**config.mk**
```make
export PLATFORM = sky130hd
export DESIGN_NAME = board_top
export DESIGN_NICKNAME = d
export VERILOG_FILES = /design/src/design/board_pkg.sv /design/src/design/rst_ctrl.sv /design/src/design/switch_sync.sv /design/src/design/gpio_regs.sv /design/src/design/pwm_gen.sv /design/src/design/pinmux.sv /design/src/design/board_top.sv
export VERILOG_INCLUDE_DIRS = /design/src /design/src/design
export SDC_FILE = /design/constraint.sdc
export NUM_CORES = 1
export LEC_CHECK = 0
export BUFFER_PORTS_ARGS = -buffer_cell sky130_fd_sc_hd__buf_2
export CAP_MARGIN = 20
export CORE_MARGIN = 1.5
export CORE_UTILIZATION = 55
export DETAILED_ROUTE_END_ITERATION = 8
export GPL_TIMING_DRIVEN = 0
export PLACE_DENSITY = 0.82
export SYNTH_ARGS = -nofsm -noshare
export SYNTH_HDL_FRONTEND = slang
export SYNTH_SLANG_ARGS = --single-unit
```
**constraint.sdc**
```tcl
create_clock -name clk_i -period 4.1 [get_ports clk_i]
set_input_delay 0.82 -clock clk_i [delete_from_list [all_inputs] [get_ports clk_i]]
set_output_delay 0.82 -clock clk_i [all_outputs]
set_load 0.05 [all_outputs]
```
**src/design/board_settings.svh**
```systemverilog
// Board-level constants shared by the RTL and the testbench.
// Include in any file that needs pin count, reset timing or register offsets.
`ifndef BOARD_SETTINGS_SVH
`define BOARD_SETTINGS_SVH

// Header pins driven through the pin multiplexer
`define BOARD_HDR_PINS   8

// System reset hold after PLL lock, in clock cycles
`define BOARD_RST_HOLD   16

`define BOARD_PWM_WIDTH  8  // Counter, period and duty width

// Register offsets on the strobe bus
`define BOARD_REG_GPO    4'h0
`define BOARD_REG_GPI    4'h1  // Read only
`define BOARD_REG_HDR    4'h2  // Read only
`define BOARD_REG_PINSEL 4'h3
`define BOARD_REG_PWM    4'h4  // Period in 15..8, duty in 7..0

// Per-pin modes, anything else is input
`define BOARD_PIN_GPIO   2'd1
`define BOARD_PIN_PWM    2'd2

`endif

```
**src/design/board_pkg.sv**
```systemverilog
// Shared types for the board I/O subsystem.
// Modules import this package inside their body and use scoped names on ports.
`default_nettype none

`include "board_settings.svh"

package board_pkg;

  // Register strobe bus
  typedef logic [3:0]  reg_addr_t;
  typedef logic [31:0] reg_data_t;

  // LEDs in 7..0, header GPIO source in 15..8
  typedef logic [15:0] gpo_word_t;

  // Select switches 15..13, user switches 12..5, nav switches 4..0
  typedef logic [15:0] gpi_word_t;

  typedef logic [`BOARD_HDR_PINS-1:0] hdr_word_t;  // One bit per header pin

  // 0 input, 1 GPIO, 2 PWM, 3 reserved and treated as input
  typedef logic [1:0] pin_sel_t;
  typedef logic [2*`BOARD_HDR_PINS-1:0] pinsel_word_t;

  typedef logic [`BOARD_PWM_WIDTH-1:0] pwm_cnt_t;

  // Reset controller FSM
  typedef enum logic [1:0] {
    RST_WAIT_LOCK = 2'd0,
    RST_HOLD      = 2'd1,
    RST_RUN       = 2'd2
  } rst_state_e;

endpackage

`default_nettype wire

```
**src/design/rst_ctrl.sv**
```systemverilog
// System reset generator. Waits for PLL lock, then holds reset for a fixed
// number of cycles before releasing it synchronously.
`timescale 1ns/1ps
`default_nettype none

`include "board_settings.svh"

module rst_ctrl (
  input  logic clk_i,
  input  logic rst_n_i,
  input  logic pll_locked_i,
  output logic rst_sys_n_o
);
  import board_pkg::*;

  localparam int unsigned HoldCntW = $clog2(`BOARD_RST_HOLD);

  logic                lock_meta;
  logic                lock_sync;
  rst_state_e          state_q;
  logic [HoldCntW-1:0] hold_cnt;
  logic                rst_sys_n_q;

  always_ff @(posedge clk_i or negedge rst_n_i) begin
    if (!rst_n_i) begin
      lock_meta   <= 1'b0;
      lock_sync   <= 1'b0;
      state_q     <= RST_WAIT_LOCK;
      hold_cnt    <= '0;
      rst_sys_n_q <= 1'b0;
    end else begin
      lock_meta <= pll_locked_i;  // Lock is asynchronous to clk_i
      lock_sync <= lock_meta;
      case (state_q)
        RST_WAIT_LOCK: begin
          hold_cnt    <= '0;
          rst_sys_n_q <= 1'b0;
          if (lock_sync) state_q <= RST_HOLD;
        end
        RST_HOLD: begin
          if (!lock_sync) begin
            state_q <= RST_WAIT_LOCK;
          end else if (hold_cnt == HoldCntW'(`BOARD_RST_HOLD - 1)) begin
            state_q     <= RST_RUN;
            rst_sys_n_q <= 1'b1;  // Release on the last hold cycle
          end else begin
            hold_cnt <= hold_cnt + 1'b1;
          end
        end
        default: begin
          // Lock loss pulls reset straight back down
          if (!lock_sync) begin
            state_q     <= RST_WAIT_LOCK;
            rst_sys_n_q <= 1'b0;
          end
        end
      endcase
    end
  end

  assign rst_sys_n_o = rst_sys_n_q;

endmodule

`default_nettype wire

```
**src/design/switch_sync.sv**
```systemverilog
// Input stage for the board switches and header pins.
// Inverts the pulled-up switches and synchronises everything with two flops.
`timescale 1ns/1ps
`default_nettype none

module switch_sync (
  input  logic                 clk_i,
  input  logic                 rst_n_i,
  input  logic [4:0]           nav_sw_i,
  input  logic [7:0]           usr_sw_i,
  input  logic [2:0]           sel_sw_i,
  input  board_pkg::hdr_word_t hdr_i,
  output board_pkg::gpi_word_t gpi_o,
  output board_pkg::hdr_word_t hdr_sync_o
);
  import board_pkg::*;

  gpi_word_t gpi_raw;
  gpi_word_t gpi_meta;
  gpi_word_t gpi_q;
  hdr_word_t hdr_meta;
  hdr_word_t hdr_q;

  // Switches pull to ground when on
  assign gpi_raw = {~sel_sw_i, ~usr_sw_i, ~nav_sw_i};

  always_ff @(posedge clk_i or negedge rst_n_i) begin
    if (!rst_n_i) begin
      gpi_meta <= '0;
      gpi_q    <= '0;
      hdr_meta <= '0;
      hdr_q    <= '0;
    end else begin
      gpi_meta <= gpi_raw;
      gpi_q    <= gpi_meta;
      hdr_meta <= hdr_i;  // Header inputs are already active high
      hdr_q    <= hdr_meta;
    end
  end

  assign gpi_o      = gpi_q;
  assign hdr_sync_o = hdr_q;

endmodule

`default_nettype wire

```
**src/design/gpio_regs.sv**
```systemverilog
// Register block on the strobe bus. Holds the GPO word, header pin modes and
// PWM settings, and reads back the synchronised switches and header pins.
// Read data is registered and valid one cycle after the read strobe.
`timescale 1ns/1ps
`default_nettype none

`include "board_settings.svh"

module gpio_regs (
  input  logic                    clk_i,
  input  logic                    rst_n_i,
  input  logic                    reg_we_i,
  input  logic                    reg_re_i,
  input  board_pkg::reg_addr_t    reg_addr_i,
  input  board_pkg::reg_data_t    reg_wdata_i,
  output board_pkg::reg_data_t    reg_rdata_o,
  output logic                    reg_rvalid_o,
  input  board_pkg::gpi_word_t    gpi_i,
  input  board_pkg::hdr_word_t    hdr_sync_i,
  output board_pkg::gpo_word_t    gpo_o,
  output board_pkg::pinsel_word_t pinsel_o,
  output board_pkg::pwm_cnt_t     pwm_period_o,
  output board_pkg::pwm_cnt_t     pwm_duty_o
);
  import board_pkg::*;

  localparam int unsigned PwmW = `BOARD_PWM_WIDTH;

  gpo_word_t    gpo_q;
  pinsel_word_t pinsel_q;
  pwm_cnt_t     period_q;
  pwm_cnt_t     duty_q;
  reg_data_t    rdata_d;
  reg_data_t    rdata_q;
  logic         rvalid_q;

  // Writes to read-only and unmapped offsets are ignored
  always_ff @(posedge clk_i or negedge rst_n_i) begin
    if (!rst_n_i) begin
      gpo_q    <= '0;
      pinsel_q <= '0;  // All pins in input mode
      period_q <= '0;
      duty_q   <= '0;
    end else if (reg_we_i) begin
      case (reg_addr_i)
        `BOARD_REG_GPO:    gpo_q    <= reg_wdata_i[15:0];
        `BOARD_REG_PINSEL: pinsel_q <= reg_wdata_i[15:0];
        `BOARD_REG_PWM: begin
          period_q <= reg_wdata_i[2*PwmW-1:PwmW];
          duty_q   <= reg_wdata_i[PwmW-1:0];
        end
        default: ;
      endcase
    end
  end

  // Read mux sees register state before any same-cycle write
  always_comb begin
    rdata_d = '0;
    case (reg_addr_i)
      `BOARD_REG_GPO:    rdata_d = reg_data_t'(gpo_q);
      `BOARD_REG_GPI:    rdata_d = reg_data_t'(gpi_i);
      `BOARD_REG_HDR:    rdata_d = reg_data_t'(hdr_sync_i);
      `BOARD_REG_PINSEL: rdata_d = reg_data_t'(pinsel_q);
      `BOARD_REG_PWM:    rdata_d = reg_data_t'({period_q, duty_q});
      default:           rdata_d = '0;  // Unmapped
    endcase
  end

  always_ff @(posedge clk_i or negedge rst_n_i) begin
    if (!rst_n_i) begin
      rvalid_q <= 1'b0;
    end else begin
      rvalid_q <= reg_re_i;
    end
  end

  // Read data updates only on a read strobe
  always_ff @(posedge clk_i) begin
    if (reg_re_i) rdata_q <= rdata_d;
  end

  assign reg_rdata_o  = rdata_q;
  assign reg_rvalid_o = rvalid_q;
  assign gpo_o        = gpo_q;
  assign pinsel_o     = pinsel_q;
  assign pwm_period_o = period_q;
  assign pwm_duty_o   = duty_q;

endmodule

`default_nettype wire

```
**src/design/pwm_gen.sv**
```systemverilog
// Single-channel PWM. Counter runs 0..period and wraps; period and duty are
// sampled into shadow registers at each wrap so changes never glitch a cycle.
`timescale 1ns/1ps
`default_nettype none

module pwm_gen (
  input  logic                clk_i,
  input  logic                rst_n_i,
  input  board_pkg::pwm_cnt_t period_i,
  input  board_pkg::pwm_cnt_t duty_i,
  output logic                pwm_o
);
  import board_pkg::*;

  pwm_cnt_t cnt_q, cnt_d;
  pwm_cnt_t period_q, period_d;
  pwm_cnt_t duty_q, duty_d;
  logic     pwm_q;
  logic     wrap;

  assign wrap = (cnt_q == period_q);

  always_comb begin
    cnt_d    = wrap ? '0 : cnt_q + 1'b1;
    period_d = wrap ? period_i : period_q;  // Shadow load at wrap
    duty_d   = wrap ? duty_i : duty_q;
  end

  always_ff @(posedge clk_i or negedge rst_n_i) begin
    if (!rst_n_i) begin
      cnt_q    <= '0;
      period_q <= '0;
      duty_q   <= '0;
      pwm_q    <= 1'b0;
    end else begin
      cnt_q    <= cnt_d;
      period_q <= period_d;
      duty_q   <= duty_d;
      pwm_q    <= (period_d != '0) && (cnt_d < duty_d);  // Zero period holds low
    end
  end

  assign pwm_o = pwm_q;

endmodule

`default_nettype wire

```
**src/design/pinmux.sv**
```systemverilog
// Header pin multiplexer. Each pin's 2-bit mode picks GPIO, PWM or input.
// Purely combinational, header outputs follow the registers directly.
`timescale 1ns/1ps
`default_nettype none

`include "board_settings.svh"

module pinmux (
  input  board_pkg::hdr_word_t    gpio_i,
  input  logic                    pwm_i,
  input  board_pkg::pinsel_word_t pinsel_i,
  output board_pkg::hdr_word_t    hdr_o,
  output board_pkg::hdr_word_t    hdr_oe_o
);
  import board_pkg::*;

  always_comb begin
    pin_sel_t mode;
    hdr_o    = '0;
    hdr_oe_o = '0;
    for (int i = 0; i < `BOARD_HDR_PINS; i++) begin
      mode = pinsel_i[2*i +: 2];
      case (mode)
        `BOARD_PIN_GPIO: begin
          hdr_oe_o[i] = 1'b1;
          hdr_o[i]    = gpio_i[i];
        end
        `BOARD_PIN_PWM: begin
          hdr_oe_o[i] = 1'b1;
          hdr_o[i]    = pwm_i;  // One PWM shared by all pins
        end
        default: begin
          // Input or reserved, pin released and driven value low
          hdr_oe_o[i] = 1'b0;
          hdr_o[i]    = 1'b0;
        end
      endcase
    end
  end

endmodule

`default_nettype wire

```
**src/design/board_top.sv**
```systemverilog
// Top level of the board I/O subsystem. Connects reset control, switch
// inputs, the register block, PWM and the header pin multiplexer.
`timescale 1ns/1ps
`default_nettype none

module board_top (
  input  logic                 clk_i,
  input  logic                 rst_n_i,
  input  logic                 pll_locked_i,
  input  logic [4:0]           nav_sw_i,
  input  logic [7:0]           usr_sw_i,
  input  logic [2:0]           sel_sw_i,
  input  board_pkg::hdr_word_t hdr_i,
  input  logic                 reg_we_i,
  input  logic                 reg_re_i,
  input  board_pkg::reg_addr_t reg_addr_i,
  input  board_pkg::reg_data_t reg_wdata_i,
  output board_pkg::reg_data_t reg_rdata_o,
  output logic                 reg_rvalid_o,
  output logic [7:0]           usr_led_o,
  output board_pkg::hdr_word_t hdr_o,
  output board_pkg::hdr_word_t hdr_oe_o,
  output logic                 led_bootok_o
);
  import board_pkg::*;

  logic         rst_sys_n;
  gpi_word_t    gpi;
  hdr_word_t    hdr_in_sync;
  gpo_word_t    gpo;
  pinsel_word_t pinsel;
  pwm_cnt_t     pwm_period;
  pwm_cnt_t     pwm_duty;
  logic         pwm_out;

  assign led_bootok_o = rst_sys_n;  // Lit once the system is out of reset
  assign usr_led_o    = gpo[7:0];

  rst_ctrl u_rst_ctrl (
    .clk_i       (clk_i),
    .rst_n_i     (rst_n_i),
    .pll_locked_i(pll_locked_i),
    .rst_sys_n_o (rst_sys_n)
  );

  switch_sync u_switch_sync (
    .clk_i     (clk_i),
    .rst_n_i   (rst_sys_n),
    .nav_sw_i  (nav_sw_i),
    .usr_sw_i  (usr_sw_i),
    .sel_sw_i  (sel_sw_i),
    .hdr_i     (hdr_i),
    .gpi_o     (gpi),
    .hdr_sync_o(hdr_in_sync)
  );

  gpio_regs u_gpio_regs (
    .clk_i       (clk_i),
    .rst_n_i     (rst_sys_n),
    .reg_we_i    (reg_we_i),
    .reg_re_i    (reg_re_i),
    .reg_addr_i  (reg_addr_i),
    .reg_wdata_i (reg_wdata_i),
    .reg_rdata_o (reg_rdata_o),
    .reg_rvalid_o(reg_rvalid_o),
    .gpi_i       (gpi),
    .hdr_sync_i  (hdr_in_sync),
    .gpo_o       (gpo),
    .pinsel_o    (pinsel),
    .pwm_period_o(pwm_period),
    .pwm_duty_o  (pwm_duty)
  );

  pwm_gen u_pwm_gen (
    .clk_i   (clk_i),
    .rst_n_i (rst_sys_n),
    .period_i(pwm_period),
    .duty_i  (pwm_duty),
    .pwm_o   (pwm_out)
  );

  // Upper GPO byte is the GPIO source for the header
  pinmux u_pinmux (
    .gpio_i  (gpo[15:8]),
    .pwm_i   (pwm_out),
    .pinsel_i(pinsel),
    .hdr_o   (hdr_o),
    .hdr_oe_o(hdr_oe_o)
  );

endmodule

`default_nettype wire

```
Word level (Yosys, flattened, before mapping)

Cells that the tools add are included.

$add $sub $neg: 2
Divide/modulo/power cells: 0
Multiplexer cells: 32
Eq/ne operators: 29
Shift-type cells: 0
$lt $le $gt $ge: 1
Multipliers: 0
Reduce and logical (&&, ||, !) cells: 19
Bitwise gates (word level): 3

Operator list:

| kind                | count |
|---|---|
| $pmux 16 s5         | 1 |
| $mux 8              | 3 |
| $eq 2x1->1 const B  | 9 |
| $pmux 1 s2          | 9 |
| $eq 2x2->1 const B  | 8 |
| $reduce_or 2->1     | 8 |
| $mux 1              | 11 |
| $reduce_and 3->1    | 3 |
| $add 8x1->8 const B | 1 |
| $eq 4x2->1 const B  | 2 |
| $eq 8x8->1          | 1 |
| $lt 8x8->1          | 1 |
| $mux 2              | 4 |
| $mux 4              | 2 |
| $not 8->8           | 1 |
| $pmux 4 s2          | 1 |
| $reduce_bool 8->1   | 1 |
| $ne 2x1->1 const B  | 3 |
| $ne 3x3->1 const B  | 2 |
| $reduce_and 2->1    | 3 |
| $not 5->5           | 1 |
| $add 4x1->4 const B | 1 |
| $eq 4x1->1 const B  | 1 |
| $eq 4x3->1 const B  | 1 |
| other kinds (8)     | 8 |

Bits in read-only memories: 0
Logic and storage cells: 105
Register bits: 163
Bits of input ports: 65
Memories: 0
Memory bits (writable): 0
Latch bits: 0
Output and inout bits: 58

Depth between registers and ports, before layout

Word-level depth: 4
Gate-level depth with buffers: 10

Hierarchy

Synthesis repeated with hierarchy kept, for this count alone.

Cells, all modules: 478
Area total of the unflattened synthesis: 6503.7 um^2

By module, submodules not included:

| module      | area each (um^2) | times used | cells an instance |
|---|---|---|---|
| gpio_regs   | 3064.2           | 1          | 211 |
| pwm_gen     | 1368.8           | 1          | 112 |
| switch_sync | 1261.2           | 1          | 64 |
| pinmux      | 416.6            | 1          | 57 |
| rst_ctrl    | 392.9            | 1          | 34 |

Least setup slack after synthesis

Ideal clock, no wire load.

Path type: register -> output
Start point: register u_rst_ctrl.rst_sys_n_q, in the netlist u_rst_ctrl.rst_sys_n_o
End point: output port led_bootok_o
Arrival: 3.253 ns
Path buffers: 0
Stages on the path, launching flop included: 1
Data required time: 3.280 ns
Path slack: 0.027 ns
Path through: dfrtp_1

RTL lines:

| element                  | line            | RTL |
|---|---|---|
| start: declaration       | rst_ctrl.sv:22  | `logic rst_sys_n_q;` |
| start signal: assignment | rst_ctrl.sv:30  | `rst_sys_n_q <= 1'b0;` |
| start signal: assignment | rst_ctrl.sv:37  | `rst_sys_n_q <= 1'b0;` |
| start signal: assignment | rst_ctrl.sv:45  | `rst_sys_n_q <= 1'b1;` |
| end: declaration         | board_top.sv:23 | `output logic led_bootok_o` |

No word-level cell between the ends.

Final worst setup path

Start point: register u_pwm_gen.cnt_q[0]
End point: register u_pwm_gen.pwm_q, in the netlist u_pwm_gen.pwm_o

Word-level cells in the longest chain between the ends: 4
Elaborated cells between the ends (all ways): 8

RTL lines:

| element                                                | line                                        | RTL |
|---|---|---|
| start: declaration                                     | pwm_gen.sv:15                               | `pwm_cnt_t cnt_q, cnt_d;` |
| start signal: assignment                               | pwm_gen.sv:36                               | `cnt_q <= cnt_d;` |
| $add 8x1->8 / $eq 8x8->1 (equally long branches)       | pwm_gen.sv:24, pwm_gen.sv:21                |  |
| $mux 8 (on tied branches)                              | pwm_gen.sv:24, pwm_gen.sv:25, pwm_gen.sv:26 |  |
| $lt 8x8->1 / $reduce_bool 8->1 (equally long branches) | pwm_gen.sv:39                               | `pwm_q <= (period_d != '0) && (cnt_d < duty_d);` |
| $logic_and 1x1->1 (*)                                  | pwm_gen.sv:39                               |  |
| end signal: assignment                                 | pwm_gen.sv:39                               |  |
| end: declaration                                       | pwm_gen.sv:18                               | `logic pwm_q;` |

Mark *: on every way between the ends. The rest lies on a longest branch, timed or not.
A chain may end at the register's enable or synchronous reset.

==> impl_metrics.toml <==
[status]
status = "complete, no violations"

[drt]
drc = 0
met2WireLength_um = 7320
met1_length_um = 5850
met3RoutedLength_um = 839
wire_per_inst_um = 19.3
drt_iter0_markers = 343
detailroute.via_count = 4210
top_layer_used = "met4"
viasPerCell = 5.61
antenna_left = 0
finalWirelength_um = 14500
first_pass_iters = 5

[clock_tree]
tritoncts = "yes"
clock_latency_ps = 420
cts_sinks = 147
clock-root-buffer = "clkbuf_16"
cts_setup_buffers = 0
htree_levels = 4
cts_resized = 0
cts.clk_slew.worst_paths_ps = 60
clockBufferDepth = 2
ctsHoldBuffers = 0
cts_made_buffers = 17

[floorplan]
fp.coreArea_um2 = 11000
ios = 123
die_area_um2 = 12100
die_h_um = 110
rows = 38
dieWidth_um = 110
start_util_pct = 57.3

[global_route]
track_usage_pct = 25.5
antenna_found_initial = 0
overflow = 0
grt_max_degree = 65
grt_pass1_vias = 4411
grt_pass1_wl_um = 22400

[hold_path]
hp-class = "primary input to asynchronous set/reset pin"

[place]
gp_congestion = 0.842
dpl.hpwl_um = 9240
io_buffer_count = 90

[synthesis]
ys_seq_elements = 147
syn_avg_cell_area_um2 = 13.3
synth_warnings = 0
synth_cell_type_count = 42
ys_seq_area_share_pct = 59.7
syn_inst = 473
synth_area_um2 = 6300

[timing]
fin_crit_ps = 2990
hold_viol_final = 0
max_freq_ghz = 0.335
skew_ps = 5.80
fin_crit_sh_pct = 72.8
tightest_slew_ps = 1060
max_slew_margin_pct = 29.0
maxSlewViolCount = 0
rsz0062_at_grt = "false"
setup_viol = 0
fin_tns_setup_ps = 0

[layout]
drive_gt1_share_pct = 36.8
final_common_cell = "dfrtp_1"
mostFrequentLayoutCells = "dfrtp_1 (130), buf_2 (93), mux2_2 (54), inv_1 (44), nand2_1 (28)"
n_antenna_cell = 0
syn_to_final_growth_pct = 21.9
nets = 688

[critical_path]
cp_num_buf_inv = 1
cp.arrival_ps = 3330
required_ps = 4450
cp-start-kind = "flop"
path_cells = "xnor2_1, nand4_1, nor2_1, clkbuf_1, mux2i_1, ha_1, a211oi_1, and3_1, o211ai_1, mux2i_1"
critical_path.top_delay_family = "simple AND/OR/NAND/NOR gates"
critPathKind = "flop to flop"
crit_path_max_incr_delay_ps = 480
cp_max_fo = 10
cpMostUsedCell = "mux2i_1"
cp-end-kind = "flop"
slowest_stage = "clkbuf_1"
r2r_slack_ps = 1110

[run]
drv_cap = 0

[pwr]
vdd_ir_drop_max_mv = 0.370
p_leak_nw = 3.90
report.power.total_w = 0.00506
power.density_nw_per_um2 = 659
[cell type report]
cell class	count	area (um2)
Clock buffer	24	523
Inverter	44	165
Tap cell	140	175
Sequential cell	147	3760
Fill cell	712	3310
Buffer	37	248
Clock inverter	8	143
Multi-Input combinational cell	260	2180
Timing Repair Buffer	91	478
[cells in the mapped netlist]
master	instances	share of area, %
nor4b_2	2	0.48
buf_6	1	0.18
o21ai_0	1	0.079
buf_4	26	3.1
a22o_1	3	0.42
and2_1	1	0.099
a211oi_1	1	0.12
and4bb_2	1	0.20
a21oi_1	8	0.64
and3_1	4	0.40
o41ai_1	1	0.14
o22ai_1	1	0.099
nor4_1	4	0.40
nand4b_1	1	0.14
conb_1	1	0.060
xor2_1	5	0.70
mux2_4	10	2.4
nor2_1	20	1.2
mux2_2	54	9.7
inv_1	44	2.6
o31ai_1	2	0.24
clkbuf_1	7	0.42
buf_2	3	0.24
nor3_1	1	0.079
nor2b_1	1	0.099
a211o_1	1	0.14
edfxtp_1	16	7.6
nor4_4	1	0.34
a22oi_1	16	1.9
o21a_1	1	0.12
nand4_1	2	0.20
a31oi_1	1	0.099
nand3_1	8	0.64
dfrtp_1	131	52
mux2i_1	8	1.3
xnor2_1	9	1.3
nor4b_4	1	0.38
nand2_1	28	1.7
nand2_2	3	0.30
o211ai_1	3	0.36
a222oi_1	16	2.5
ha_1	25	5.0
[cell families (layout without fill, tap and decap cells)]
logic type / Yosys count / in the layout / share of synthesized area, %
XOR/XNOR: 14 / 14 / 1.95
buffers and inverters: 81 / 204 / 6.56
other: 1 / 16 / 0.0595
AO/OA/AOI/OAI: 55 / 55 / 6.89
multiplexers: 72 / 72 / 13.3
flip-flops: 147 / 147 / 59.7
adder cells (fa/ha/maj): 25 / 25 / 4.97
AND/OR/NAND/NOR: 78 / 78 / 6.60
[path summary, 6_finish.rpt]
check                                          start                     endpoint  cells after the start
setup reg to reg                  u_pwm_gen.cnt_q[0]              u_pwm_gen.pwm_o                     10
hold reg to reg            u_switch_sync.hdr_meta[6]  u_switch_sync.hdr_sync_o[6]                      0
hold / removal                               rst_n_i       u_rst_ctrl.hold_cnt[0]                      1
max in group asynchronous     u_rst_ctrl.rst_sys_n_o          u_pwm_gen.duty_q[6]                      1
min in group clk_i         u_switch_sync.hdr_meta[6]  u_switch_sync.hdr_sync_o[6]                      0
setup / recovery                  u_pwm_gen.cnt_q[0]              u_pwm_gen.pwm_o                     10
[metrics by stage]
step                setup WS (ps)  cell area [um2]  hold WS [ps]  utilization, %  std cells
floorplan                    1360             6360           331               -        488
global placement              501             6980           333            63.6        718
detailed placement           1320             7010           335            63.8        719
CTS                          1120             7680           234            69.9        751
global route                  902             7680           241            69.9        751
finish                       1110             7680           237            69.9        751
[flip-flops by register name, indices dropped and copies added, names as in the netlist, 16 cells and up]
signal and cells:
u_gpio_regs.gpo_o 16, u_switch_sync.gpi_o 16, u_gpio_regs.pinsel_o 16, u_switch_sync.gpi_meta 16, u_gpio_regs.reg_rdata_o 16
[metal layers]
metal / track usage [%] / vias up
li1: - / 1886
met1: 31.7 / 2086
met2: 42.0 / 197
met3: 6.29 / 41
met4: 12.2 / 0
met5: 0 / -
[power breakdown]
part	leakage [nW]	internal (W)	switching, W	total, W
sequential	1.87	0.00174	0.000251	0.00199
clock	0.327	0.00113	0.000579	0.00171
combinational	1.71	0.000543	0.000811	0.00135
total	3.90	0.00342	0.00164	0.00506
Power figures use the tool's default switching activity.
